## config.mk

```make
export PLATFORM = sky130hd
export DESIGN_NAME = ddr2_cpu_interface
export DESIGN_NICKNAME = d
export VERILOG_FILES = /design/src/source/ddr2_ctrl_pkg.sv /design/src/source/ddr2_win_if.sv /design/src/source/ddr2_cmd_seq.sv /design/src/source/ddr2_cpu_interface.sv /design/src/source/ddr2_win_regs.sv
export VERILOG_INCLUDE_DIRS = /design/src /design/src/source
export SDC_FILE = /design/constraint.sdc
export NUM_CORES = 1
export LEC_CHECK = 0
export BUFFER_PORTS_ARGS = -buffer_cell sky130_fd_sc_hd__buf_2
export CAP_MARGIN = 20
export CORE_ASPECT_RATIO = 1.5
export CORE_UTILIZATION = 25
export DETAILED_ROUTE_END_ITERATION = 8
export PLACE_DENSITY_LB_ADDON = 0.2
export SYNTH_ARGS = -nofsm -noshare
export SYNTH_HDL_FRONTEND = slang
export SYNTH_SLANG_ARGS = --single-unit
```

## constraint.sdc

```tcl
create_clock -name ddr_clk_0 -period 26.3 [get_ports ddr_clk_0]
set_clock_uncertainty 0.2 [all_clocks]
set_input_delay 1.315 -clock ddr_clk_0 [delete_from_list [all_inputs] [get_ports ddr_clk_0]]
set_output_delay 1.315 -clock ddr_clk_0 [all_outputs]
set_load 0.01 [all_outputs]
```

## src/source/ddr2_ctrl_consts.svh

```systemverilog
`ifndef DDR2_CTRL_CONSTS_SVH
`define DDR2_CTRL_CONSTS_SVH

// ddr2 fifo port widths
`define DDR2_ADDR_W 31
`define DDR2_BEAT_W 128
// one line is two beats
`define DDR2_LINE_W 256
// byte mask bits per beat
`define DDR2_MASK_W 16
`define DDR2_CMD_W 3

// wishbone word width
`define WB_DAT_W 16

// window word offsets, adr bits 7 to 1
`define WIN_OFS_WR_CTRL 0
`define WIN_OFS_RD_CTRL 1
// two words each, low half first
`define WIN_OFS_ADDR 2
`define WIN_OFS_MASK 4
// sixteen words each, word 0 holds line bits 15..0
`define WIN_OFS_WR_DATA 6
`define WIN_OFS_RD_DATA 22
`define WIN_LINE_WORDS 16

`endif

```

## src/source/ddr2_ctrl_pkg.sv

```systemverilog
`include "ddr2_ctrl_consts.svh"

package ddr2_ctrl_pkg;

  // line address as sent on the address fifo
  typedef logic [`DDR2_ADDR_W-1:0] ddr2_addr_t;

  // full line and one fifo beat
  typedef logic [`DDR2_LINE_W-1:0] ddr2_line_t;
  typedef logic [`DDR2_BEAT_W-1:0] ddr2_beat_t;

  // mask for both beats, low beat in bits 15..0
  typedef logic [2*`DDR2_MASK_W-1:0] ddr2_line_mask_t;

  // address fifo command codes
  typedef enum logic [`DDR2_CMD_W-1:0] {
    DDR2_CMD_WRITE = 3'd0,
    DDR2_CMD_READ  = 3'd1
  } ddr2_cmd_e;

  // sequencer states
  // write beats take one cycle each
  // read issue waits on af almost full
  typedef enum logic [2:0] {
    SEQ_IDLE,
    SEQ_WR_BEAT0,
    SEQ_WR_BEAT1,
    SEQ_RD_ISSUE,
    SEQ_RD_COLLECT
  } seq_state_e;

endpackage

```

## src/source/ddr2_win_if.sv

```systemverilog
`timescale 1ns/1ps

interface ddr2_win_if
  import ddr2_ctrl_pkg::*;
();

  // host side line request
  ddr2_addr_t      line_addr;
  ddr2_line_mask_t line_mask;
  ddr2_line_t      wr_line;
  // single cycle start pulses
  logic            wr_go;
  logic            rd_go;

  // sequencer results
  ddr2_line_t      rd_line;
  logic            wr_done;
  logic            rd_done;

  // register window
  modport regs (
    output line_addr, line_mask, wr_line, wr_go, rd_go,
    input  rd_line, wr_done, rd_done
  );

  // command sequencer
  modport seq (
    input  line_addr, line_mask, wr_line, wr_go, rd_go,
    output rd_line, wr_done, rd_done
  );

endinterface

```

## src/source/ddr2_cmd_seq.sv

```systemverilog
`timescale 1ns/1ps
`include "ddr2_ctrl_consts.svh"

module ddr2_cmd_seq
  import ddr2_ctrl_pkg::*;
(
  input  logic                   ddr_clk_0,
  input  logic                   wb_rst_i,
  ddr2_win_if.seq                win,
  output ddr2_cmd_e              af_cmnd_o,
  output ddr2_addr_t             af_addr_o,
  output logic                   af_wen_o,
  output ddr2_beat_t             df_data_o,
  output logic [`DDR2_MASK_W-1:0] df_mask_o,
  output logic                   df_wen_o,
  input  logic                   af_afull_i,
  input  logic                   df_afull_i,
  input  ddr2_beat_t             rd_data_i,
  input  logic                   rd_dvalid_i
);

  seq_state_e state;
  // write started while a fifo was almost full
  logic       wr_pend;
  // 0 waits for the low beat, 1 for the high beat
  logic       rd_beat;
  // both fifos can take a full write
  logic       fifo_room;

  assign fifo_room = ~af_afull_i & ~df_afull_i;

  always_ff @(posedge ddr_clk_0) begin
    if (wb_rst_i) begin
      state       <= SEQ_IDLE;
      wr_pend     <= 1'b0;
      rd_beat     <= 1'b0;
      win.wr_done <= 1'b0;
      win.rd_done <= 1'b0;
    end else begin
      case (state)
        SEQ_IDLE: begin
          if (win.wr_go) begin
            win.wr_done <= 1'b0;
          end
          if (win.wr_go || wr_pend) begin
            // hold the write until both fifos have room
            if (fifo_room) begin
              wr_pend <= 1'b0;
              state   <= SEQ_WR_BEAT0;
            end else begin
              wr_pend <= 1'b1;
            end
          end else if (win.rd_go) begin
            win.rd_done <= 1'b0;
            rd_beat     <= 1'b0;
            state       <= SEQ_RD_ISSUE;
          end
        end
        // no almost full check, a started write always sends both beats
        SEQ_WR_BEAT0: begin
          state <= SEQ_WR_BEAT1;
        end
        SEQ_WR_BEAT1: begin
          win.wr_done <= 1'b1;
          state       <= SEQ_IDLE;
        end
        SEQ_RD_ISSUE: begin
          // command goes out in the cycle af has room
          if (!af_afull_i) begin
            state <= SEQ_RD_COLLECT;
          end
        end
        SEQ_RD_COLLECT: begin
          if (rd_dvalid_i) begin
            rd_beat <= ~rd_beat;
            if (rd_beat) begin
              win.rd_done <= 1'b1;
              state       <= SEQ_IDLE;
            end
          end
        end
        default: begin
          state <= SEQ_IDLE;
        end
      endcase
    end
  end

  // returned beats, low half first
  always_ff @(posedge ddr_clk_0) begin
    if (state == SEQ_RD_COLLECT && rd_dvalid_i) begin
      if (rd_beat) begin
        win.rd_line[`DDR2_LINE_W-1:`DDR2_BEAT_W] <= rd_data_i;
      end else begin
        win.rd_line[`DDR2_BEAT_W-1:0] <= rd_data_i;
      end
    end
  end

  // address fifo, one command per operation
  assign af_cmnd_o = (state == SEQ_RD_ISSUE) ? DDR2_CMD_READ : DDR2_CMD_WRITE;
  assign af_addr_o = win.line_addr;
  assign af_wen_o  = (state == SEQ_WR_BEAT0) |
                     ((state == SEQ_RD_ISSUE) & ~af_afull_i);

  // data fifo, beat halves steered by state
  assign df_wen_o  = (state == SEQ_WR_BEAT0) | (state == SEQ_WR_BEAT1);
  assign df_data_o = (state == SEQ_WR_BEAT1) ?
                     win.wr_line[`DDR2_LINE_W-1:`DDR2_BEAT_W] :
                     win.wr_line[`DDR2_BEAT_W-1:0];
  assign df_mask_o = (state == SEQ_WR_BEAT1) ?
                     win.line_mask[2*`DDR2_MASK_W-1:`DDR2_MASK_W] :
                     win.line_mask[`DDR2_MASK_W-1:0];

endmodule

```

## src/source/ddr2_cpu_interface.sv

```systemverilog
`timescale 1ns/1ps
`include "ddr2_ctrl_consts.svh"

module ddr2_cpu_interface (
  input  logic                    ddr_clk_0,
  input  logic                    wb_rst_i,
  // wishbone slave, window access
  input  logic                    mem_wb_cyc_i,
  input  logic                    mem_wb_stb_i,
  input  logic                    mem_wb_we_i,
  // byte selects unused, every access is a whole word
  input  logic [1:0]              mem_wb_sel_i,
  input  logic [31:0]             mem_wb_adr_i,
  input  logic [`WB_DAT_W-1:0]    mem_wb_dat_i,
  output logic [`WB_DAT_W-1:0]    mem_wb_dat_o,
  output logic                    mem_wb_ack_o,
  // ddr2 address fifo
  output logic [`DDR2_CMD_W-1:0]  ddr2_af_cmnd_o,
  output logic [`DDR2_ADDR_W-1:0] ddr2_af_addr_o,
  output logic                    ddr2_af_wen_o,
  input  logic                    ddr2_af_afull_i,
  // ddr2 data fifo
  output logic [`DDR2_BEAT_W-1:0] ddr2_df_data_o,
  output logic [`DDR2_MASK_W-1:0] ddr2_df_mask_o,
  output logic                    ddr2_df_wen_o,
  input  logic                    ddr2_df_afull_i,
  // read return
  input  logic [`DDR2_BEAT_W-1:0] ddr2_data_i,
  input  logic                    ddr2_dvalid_i
);

  // window registers to sequencer
  ddr2_win_if win ();

  ddr2_win_regs i_ddr2_win_regs (
    .ddr_clk_0 (ddr_clk_0),
    .wb_rst_i  (wb_rst_i),
    .wb_cyc_i  (mem_wb_cyc_i),
    .wb_stb_i  (mem_wb_stb_i),
    .wb_we_i   (mem_wb_we_i),
    .wb_adr_i  (mem_wb_adr_i),
    .wb_dat_i  (mem_wb_dat_i),
    .wb_dat_o  (mem_wb_dat_o),
    .wb_ack_o  (mem_wb_ack_o),
    .win       (win.regs)
  );

  ddr2_cmd_seq i_ddr2_cmd_seq (
    .ddr_clk_0   (ddr_clk_0),
    .wb_rst_i    (wb_rst_i),
    .win         (win.seq),
    .af_cmnd_o   (ddr2_af_cmnd_o),
    .af_addr_o   (ddr2_af_addr_o),
    .af_wen_o    (ddr2_af_wen_o),
    .df_data_o   (ddr2_df_data_o),
    .df_mask_o   (ddr2_df_mask_o),
    .df_wen_o    (ddr2_df_wen_o),
    .af_afull_i  (ddr2_af_afull_i),
    .df_afull_i  (ddr2_df_afull_i),
    .rd_data_i   (ddr2_data_i),
    .rd_dvalid_i (ddr2_dvalid_i)
  );

endmodule

```

## src/source/ddr2_win_regs.sv

```systemverilog
`timescale 1ns/1ps
`include "ddr2_ctrl_consts.svh"

module ddr2_win_regs (
  input  logic                 ddr_clk_0,
  input  logic                 wb_rst_i,
  input  logic                 wb_cyc_i,
  input  logic                 wb_stb_i,
  input  logic                 wb_we_i,
  input  logic [31:0]          wb_adr_i,
  input  logic [`WB_DAT_W-1:0] wb_dat_i,
  output logic [`WB_DAT_W-1:0] wb_dat_o,
  output logic                 wb_ack_o,
  ddr2_win_if.regs             win
);

  // word offset within the window
  logic [6:0]           word_ofs;
  // new access, not yet acked
  logic                 access;
  // word index inside the write and read lines
  logic [3:0]           wr_idx;
  logic [3:0]           rd_idx;
  logic                 in_wr_data;
  logic                 in_rd_data;
  // control word written, go follows one cycle later
  logic                 wr_start_q;
  logic                 rd_start_q;
  logic [`WB_DAT_W-1:0] read_word;

  assign word_ofs = wb_adr_i[7:1];
  assign access   = wb_cyc_i & wb_stb_i & ~wb_ack_o;

  // truncation keeps the low four bits of the relative offset
  assign wr_idx = 4'(word_ofs - 7'(`WIN_OFS_WR_DATA));
  assign rd_idx = 4'(word_ofs - 7'(`WIN_OFS_RD_DATA));

  assign in_wr_data = (word_ofs >= `WIN_OFS_WR_DATA) &&
                      (word_ofs < `WIN_OFS_WR_DATA + `WIN_LINE_WORDS);
  assign in_rd_data = (word_ofs >= `WIN_OFS_RD_DATA) &&
                      (word_ofs < `WIN_OFS_RD_DATA + `WIN_LINE_WORDS);

  // ack for one cycle, so a held strobe is served every other cycle
  always_ff @(posedge ddr_clk_0) begin
    if (wb_rst_i) begin
      wb_ack_o   <= 1'b0;
      wr_start_q <= 1'b0;
      rd_start_q <= 1'b0;
      win.wr_go  <= 1'b0;
      win.rd_go  <= 1'b0;
    end else begin
      wb_ack_o   <= access;
      // any value written to a control word starts the operation
      wr_start_q <= access & wb_we_i & (word_ofs == `WIN_OFS_WR_CTRL);
      rd_start_q <= access & wb_we_i & (word_ofs == `WIN_OFS_RD_CTRL);
      // go pulses in the cycle after ack
      win.wr_go  <= wr_start_q;
      win.rd_go  <= rd_start_q;
    end
  end

  // host writes to address, mask and write line
  // read data words take the write and drop it
  always_ff @(posedge ddr_clk_0) begin
    if (access && wb_we_i) begin
      case (word_ofs)
        `WIN_OFS_ADDR: begin
          win.line_addr[15:0] <= wb_dat_i;
        end
        `WIN_OFS_ADDR + 1: begin
          // top bit of the word has no address bit behind it
          win.line_addr[`DDR2_ADDR_W-1:16] <= wb_dat_i[`DDR2_ADDR_W-17:0];
        end
        `WIN_OFS_MASK: begin
          win.line_mask[15:0] <= wb_dat_i;
        end
        `WIN_OFS_MASK + 1: begin
          win.line_mask[31:16] <= wb_dat_i;
        end
        default: begin
          if (in_wr_data) begin
            win.wr_line[wr_idx*`WB_DAT_W +: `WB_DAT_W] <= wb_dat_i;
          end
        end
      endcase
    end
  end

  // read back mux
  always_comb begin
    read_word = '0;
    case (word_ofs)
      // done flag in bit 0
      `WIN_OFS_WR_CTRL: read_word[0] = win.wr_done;
      `WIN_OFS_RD_CTRL: read_word[0] = win.rd_done;
      `WIN_OFS_ADDR: read_word = win.line_addr[15:0];
      `WIN_OFS_ADDR + 1: begin
        read_word[`DDR2_ADDR_W-17:0] = win.line_addr[`DDR2_ADDR_W-1:16];
      end
      `WIN_OFS_MASK: read_word = win.line_mask[15:0];
      `WIN_OFS_MASK + 1: read_word = win.line_mask[31:16];
      default: begin
        if (in_wr_data) begin
          read_word = win.wr_line[wr_idx*`WB_DAT_W +: `WB_DAT_W];
        end else if (in_rd_data) begin
          read_word = win.rd_line[rd_idx*`WB_DAT_W +: `WB_DAT_W];
        end
      end
    endcase
  end

  // read data valid together with ack
  always_ff @(posedge ddr_clk_0) begin
    if (access && !wb_we_i) begin
      wb_dat_o <= read_word;
    end
  end

endmodule

```

# Word level (Yosys, flattened, before mapping)
# Index checks and enable logic that the tools add are counted.
# W data, S select, Z words.
# word_totals
register_bits	603
elab_cells	112
inputBits	186
# classes
add_sub_neg	3
bitwise	14
shift	4
order_cmp	4
reduce_logical	26
n_eq_ne	17
n_mux	26
# ops
cell	count
$shiftx A256 B9 Y16	2
$bwmux W256	1
$shift A16 B34 Y256 const A	1
$shiftx A16 B34 Y256	1
$mux W128	1
$pmux W14 S5	1
$mux W16	3
$neg A8 Y34	1
$mux W3	6
$reduce_and A2 Y1	8
$eq A7 B2 Y1 const B	2
$eq A7 B3 Y1 const B	2
$pmux W3 S4	1
$ne A2 B2 Y1 const B	5
$reduce_and A5 Y1	2
$mux W1	8
$sub A4 B3 Y4 const B	2
$and A1 B1 Y1	7
$eq A7 B1 Y1 const B	1
$ge A7 B3 Y1 const B	1
$ge A7 B5 Y1 const B	1
$logic_not A7 Y1	1
$lt A7 B5 Y1 const B	1
$lt A7 B6 Y1 const B	1
other kinds (20)	34

# Logic depth before layout (Yosys ltp)
# depth
depth_word	5
depth_mapped	13
depth_no_buf	7

# By module
# Synthesis repeated with hierarchy kept, for this count alone.
# unflattened
cells_unflattened	1644
area_unflattened_um2	26646.8
# modules_own_cells
module	seq_area_each_um2	area_each_um2	instances	cells_per_inst
ddr2_win_regs	10159.7	16324.4	1	1142
ddr2_cmd_seq	7827.5	10322.4	1	502

# Worst setup path after synthesis
# Ideal clock, no wire load.
# synth_path
path_type	input port to flip-flop
from	in ddr2_dvalid_i
to	reg i_ddr2_cmd_seq.win.rd_line[0], enable pin
t_arrival_ps	10469
required_time_ps	25303
slack_ps	14834
path_stages	1
path_cell_list	nor3b_1
# synth_via
elab_chain_cells	2
# synth_rtl
item	line	rtl
start, declared	ddr2_cpu_interface.sv:29	input logic ddr2_dvalid_i
$logic_and A1 B1 Y1	ddr2_cmd_seq.sv:91	if (state == SEQ_RD_COLLECT && rd_dvalid_i) begin
$reduce_and A2 Y1 (no line)	-	
end signal, assigned by index	ddr2_cmd_seq.sv:93	win.rd_line[`DDR2_LINE_W-1:`DDR2_BEAT_W] <= rd_data_i;
end signal, assigned by index	ddr2_cmd_seq.sv:95	win.rd_line[`DDR2_BEAT_W-1:0] <= rd_data_i;
end, declared	ddr2_win_if.sv:29	output rd_line, wr_done, rd_done
# Every way passes these cells.
# A chain may end at the register's enable or synchronous reset.

# Final worst setup path
# layout_path
from	in mem_wb_adr_i[2]
to	reg i_ddr2_win_regs.win.wr_line[8], enable pin
# layout_via
elab_chain_cells	4
elab_cells_between_ends	10
classes_between	order compare: 2; eq/ne: 4; bitwise: 1; reduce/logical: 3
# layout_rtl
item	line	rtl
start, declared	ddr2_cpu_interface.sv:13	input logic [31:0] mem_wb_adr_i,
parallel branches: the longest is 3 deep, another holds $ge A7 B3 Y1	-	
$reduce_and A3 Y1 (no line) (*)	-	
end signal, assigned by index	ddr2_win_regs.sv:82	win.wr_line[wr_idx*`WB_DAT_W +: `WB_DAT_W] <= wb_dat_i;
end, declared	ddr2_win_if.sv:22	output line_addr, line_mask, wr_line, wr_go, rd_go,
# Mark *: on every way between the ends.

==> reports/results.tsv <==
stage	metric	value	unit
run_status	outcome	finished clean	
grt	antenna_found_initial	7	
clock_network	cts_setup_buffers	0	
job	cap_violations	0	
place	port_buffers	353	
synth	ys_types	52	
critical_path	reg2reg_depth	5	
critical_path	worstReg2RegStart	i_ddr2_cmd_seq.state[1]	
routing	drt_iter0_drc	1282	
critical_path	crit_start	mem_wb_adr_i[2]	
sta	fin_crit	5.06	ns
power	p_per_area	72.9	mW/mm²
routing	postRouteWirelength	103000	µm
clock_network	clockBufferDepth	3	
final_layout	seqCellArea	0.0180	mm²
final_layout	drive_gt1_share	37.9	%
power	vdd_ir_drop_max	44.7	µV
clock_network	cts-buffers-inserted	66	
synth	ys_seq_area_share	67.7	%
sta	fin_crit_sh	19.3	%
grt	grt_util_all_layers	19.2	%
hold_path	hp-class	reg -> reg	
sta	relSlewSlack	22.5	%
synth	ys_async_sr_fraction	0	%
clock_network	hold_buffers	0	
critical_path	cp_max_fo	17	
floorplanning	io_pins	383	
clock_network	cts.sinks	603	
sta	hold_viol_final	0	
floorplanning	die_h	401	µm
clock_network	clk_pin_slew	0.06	ns
critical_path	cp.arrival	5.11	ns
routing	drt-pass1-iter-count	5	
critical_path	endpoint	i_ddr2_win_regs.win.wr_line[8]	
final_layout	fillCellCount	10500	
critical_path	crit_required	26.35	ns
sta	rsz0062_at_grt	no	
clock_network	insertion_delay	0.63	ns
sta	drv_slew	0	
floorplanning	core	0.105	mm²
grt	grt_pass1_vias	17500	
synth	synth_edf_count	591	
synth	ys_ff_latch	603	
floorplanning	dieWidth	268	µm
place	place_inst	3363	
floorplanning	die-area	0.108	mm²
clock_network	htreeDepth	3	
grt	grt_max_degree	67	
critical_path	critical_path_class	in -> reg	
routing	vias	16600	
clock_network	cts-root-buf	clkbuf_16	
grt	grt_first_pass_wirelength	141000	µm
synth	synthFlopType	edfxtp_1	
final_layout	multi_input_area	0.00814	mm²
floorplanning	num_rows	146	
synth	avgSynthCellArea	15.9	µm²
sta	fmax	198	MHz
place	gp_congestion	0.841	
grt	grt_overflow	0	
synth	ys_warn_count	0	
place	dp_hpwl	73200	µm
routing	post-route-drc-count	0	
routing	wl_per_cell	29.6	µm
critical_path	startpoint_type	input pin	
routing	drtAntennaViolNets	0	
clock_network	cts_tree	done	
routing	avgViaCountPerCell	4.76	
final_layout	stdcell_count	3484	
power	p_leak	10.1	nW
sta	setup_viol	0	
final_layout	fin_nets	2220	
clock_network	postCtsResizedCells	0	
critical_path	reg2reg_to	i_ddr2_cmd_seq.win.rd_line[255]	
sta	timing.setup.tns	0	ns
synth	synth_cells	1672	
synth	syn-cell-area	0.0266	mm²
critical_path	rrSetupSlack	22.61	ns
sta	worst_pin_slew	1.16	ns
critical_path	end_kind	register	
floorplanning	start_util	25.2	%
final_layout	areaGrowthSynthToFinish	21.3	%
critical path, cell delays in order:
cell and delay (ns):
buf_4 0.20, ha_1 0.32, ha_4 0.48, inv_1 0.32, ha_1 0.48, nor3_1 0.19, and3_1 0.74, and3_1 1.00
flip-flops by register name, indices dropped and copies added, names as in the netlist:
signal / cells
i_ddr2_cmd_seq.win.rd_line: 256
i_ddr2_cmd_seq.wr_pend: 1
i_ddr2_win_regs.wb_dat_o: 16
i_ddr2_win_regs.win.rd_go: 1
i_ddr2_cmd_seq.win.wr_done: 1
i_ddr2_cmd_seq.win.rd_done: 1
i_ddr2_win_regs.win.line_mask: 32
i_ddr2_cmd_seq.state: 3
i_ddr2_win_regs.wr_start_q: 1
i_ddr2_win_regs.win.wr_line: 256
i_ddr2_win_regs.win.wr_go: 1
i_ddr2_win_regs.wb_ack_o: 1
i_ddr2_win_regs.win.line_addr: 31
i_ddr2_win_regs.rd_start_q: 1
i_ddr2_cmd_seq.rd_beat: 1
final cells by class:
cell class,instances,share of cell area [%]
multi-input cells,949,25.2
diodes,2,0.0155
well taps,1406,5.46
inverters,11,0.128
clock inverters,37,1.29
flip-flops and latches,603,55.8
clock buffers,80,5.45
repair buffers,396,6.63
synth_stat cells, types with 9 or more instances:
cell | instances | area share, %
a21o_1 | 14 | 0.40
a21oi_1 | 22 | 0.41
a22oi_1 | 15 | 0.42
and2_1 | 70 | 1.6
and3_1 | 18 | 0.42
buf_1 | 22 | 0.31
buf_2 | 45 | 0.85
clkbuf_1 | 35 | 0.49
dfxtp_1 | 12 | 0.90
edfxtp_1 | 591 | 67
inv_1 | 9 | 0.13
mux2_2 | 144 | 6.1
mux2i_1 | 32 | 1.2
mux4_2 | 128 | 11
nand2_1 | 166 | 2.3
nand3_1 | 9 | 0.17
nand4_1 | 12 | 0.28
nor2_1 | 222 | 3.1
o31a_1 | 13 | 0.43
o32ai_1 | 13 | 0.43
logic make-up (layout without fill, tap and decap cells):
family                   count (synthesis)  in the layout  synth area share (%)
flip-flops                             603            603                  67.7
AND/OR/NAND/NOR                        532            532                  8.92
multiplexers                           304            304                  18.2
buffers and inverters                  121            524                  2.05
AO/OA/AOI/OAI                          103            103                  2.84
adder cells (fa/ha/maj)                  7              7                 0.329
other                                    1              4                0.0141
XOR/XNOR                                 1              1                0.0330
layer usage:
metal / up-vias / part of all wire, % / track usage [%]
met2: 627 / 51 / 33.6
met4: 0 / 4.4 / 8.94
li1: 7139 / - / -
met1: 8657 / 37 / 21.7
met5: - / 0 / 0
met3: 150 / 7.4 / 4.89
power breakdown:
part	total [mW]	leakage, nW	switching [mW]	internal, mW
combinational	0.328	4.09	0.208	0.120
clock	0.960	1.07	0.404	0.556
sequential	1.06	4.97	0.00489	1.06
worst min path at each step:
stage                                     from                         to  slack (ns)  depth (start not counted)
global placement    i_ddr2_win_regs.wr_start_q  i_ddr2_win_regs.win.wr_go        0.22                          1
detailed placement  i_ddr2_win_regs.wr_start_q  i_ddr2_win_regs.win.wr_go        0.22                          1
CTS                 i_ddr2_win_regs.wr_start_q  i_ddr2_win_regs.win.wr_go        0.24                          1
floorplan           i_ddr2_win_regs.rd_start_q  i_ddr2_win_regs.win.rd_go        0.21                          1
finish              i_ddr2_win_regs.wr_start_q  i_ddr2_win_regs.win.wr_go        0.23                          1
global route        i_ddr2_win_regs.wr_start_q  i_ddr2_win_regs.win.wr_go        0.27                          1
per-stage QoR:
stage / instance area [µm²] / setup slack, ns / total power [mW] / hold slack (ns) / utilization, %
2_1_floorplan: 26600 / 14.83 / 1.28 / 0.214 / -
3_3_place_gp: 30000 / 20.59 / 1.41 / 0.223 / 28.5
3_5_place_dp: 30000 / 20.54 / 1.41 / 0.222 / 28.5
4_1_cts: 32200 / 21.23 / 2.38 / 0.236 / 30.5
5_1_grt: 32200 / 21.13 / 2.42 / 0.269 / 30.6
6_report: 32200 / 21.24 / 2.35 / 0.232 / 30.6
placed cells by master (no fill, tap or decap), types with 3 or more instances in the layout:
cell | synthesis | layout
edfxtp_1 | 591 | 591
buf_2 | 45 | 351
nor2_1 | 222 | 214
nand2_1 | 166 | 166
mux2_2 | 144 | 144
mux4_2 | 128 | 128
and2_1 | 70 | 69
clkbuf_16 | 0 | 68
buf_4 | 7 | 40
mux2i_1 | 32 | 32
a21oi_1 | 22 | 21
and3_1 | 18 | 18
a22oi_1 | 15 | 15
a21o_1 | 14 | 14
o32ai_1 | 13 | 13
o31a_1 | 13 | 13
nand4_1 | 12 | 12
clkinv_2 | 0 | 12
dfxtp_1 | 12 | 12
clkinv_1 | 0 | 11
clkbuf_1 | 35 | 11
inv_1 | 9 | 9
nand3_1 | 9 | 9
nor2b_1 | 8 | 8
bufinv_16 | 0 | 8
nor2_2 | 0 | 7
ha_1 | 7 | 6
o21ai_0 | 4 | 4
nor4_1 | 4 | 4
nor3_1 | 8 | 4
or3_1 | 3 | 3
a222oi_1 | 3 | 3
nor3_4 | 0 | 3
o211ai_1 | 3 | 3
a211oi_1 | 3 | 3
clkinv_8 | 0 | 3
(Power assumes the default switching activity.)
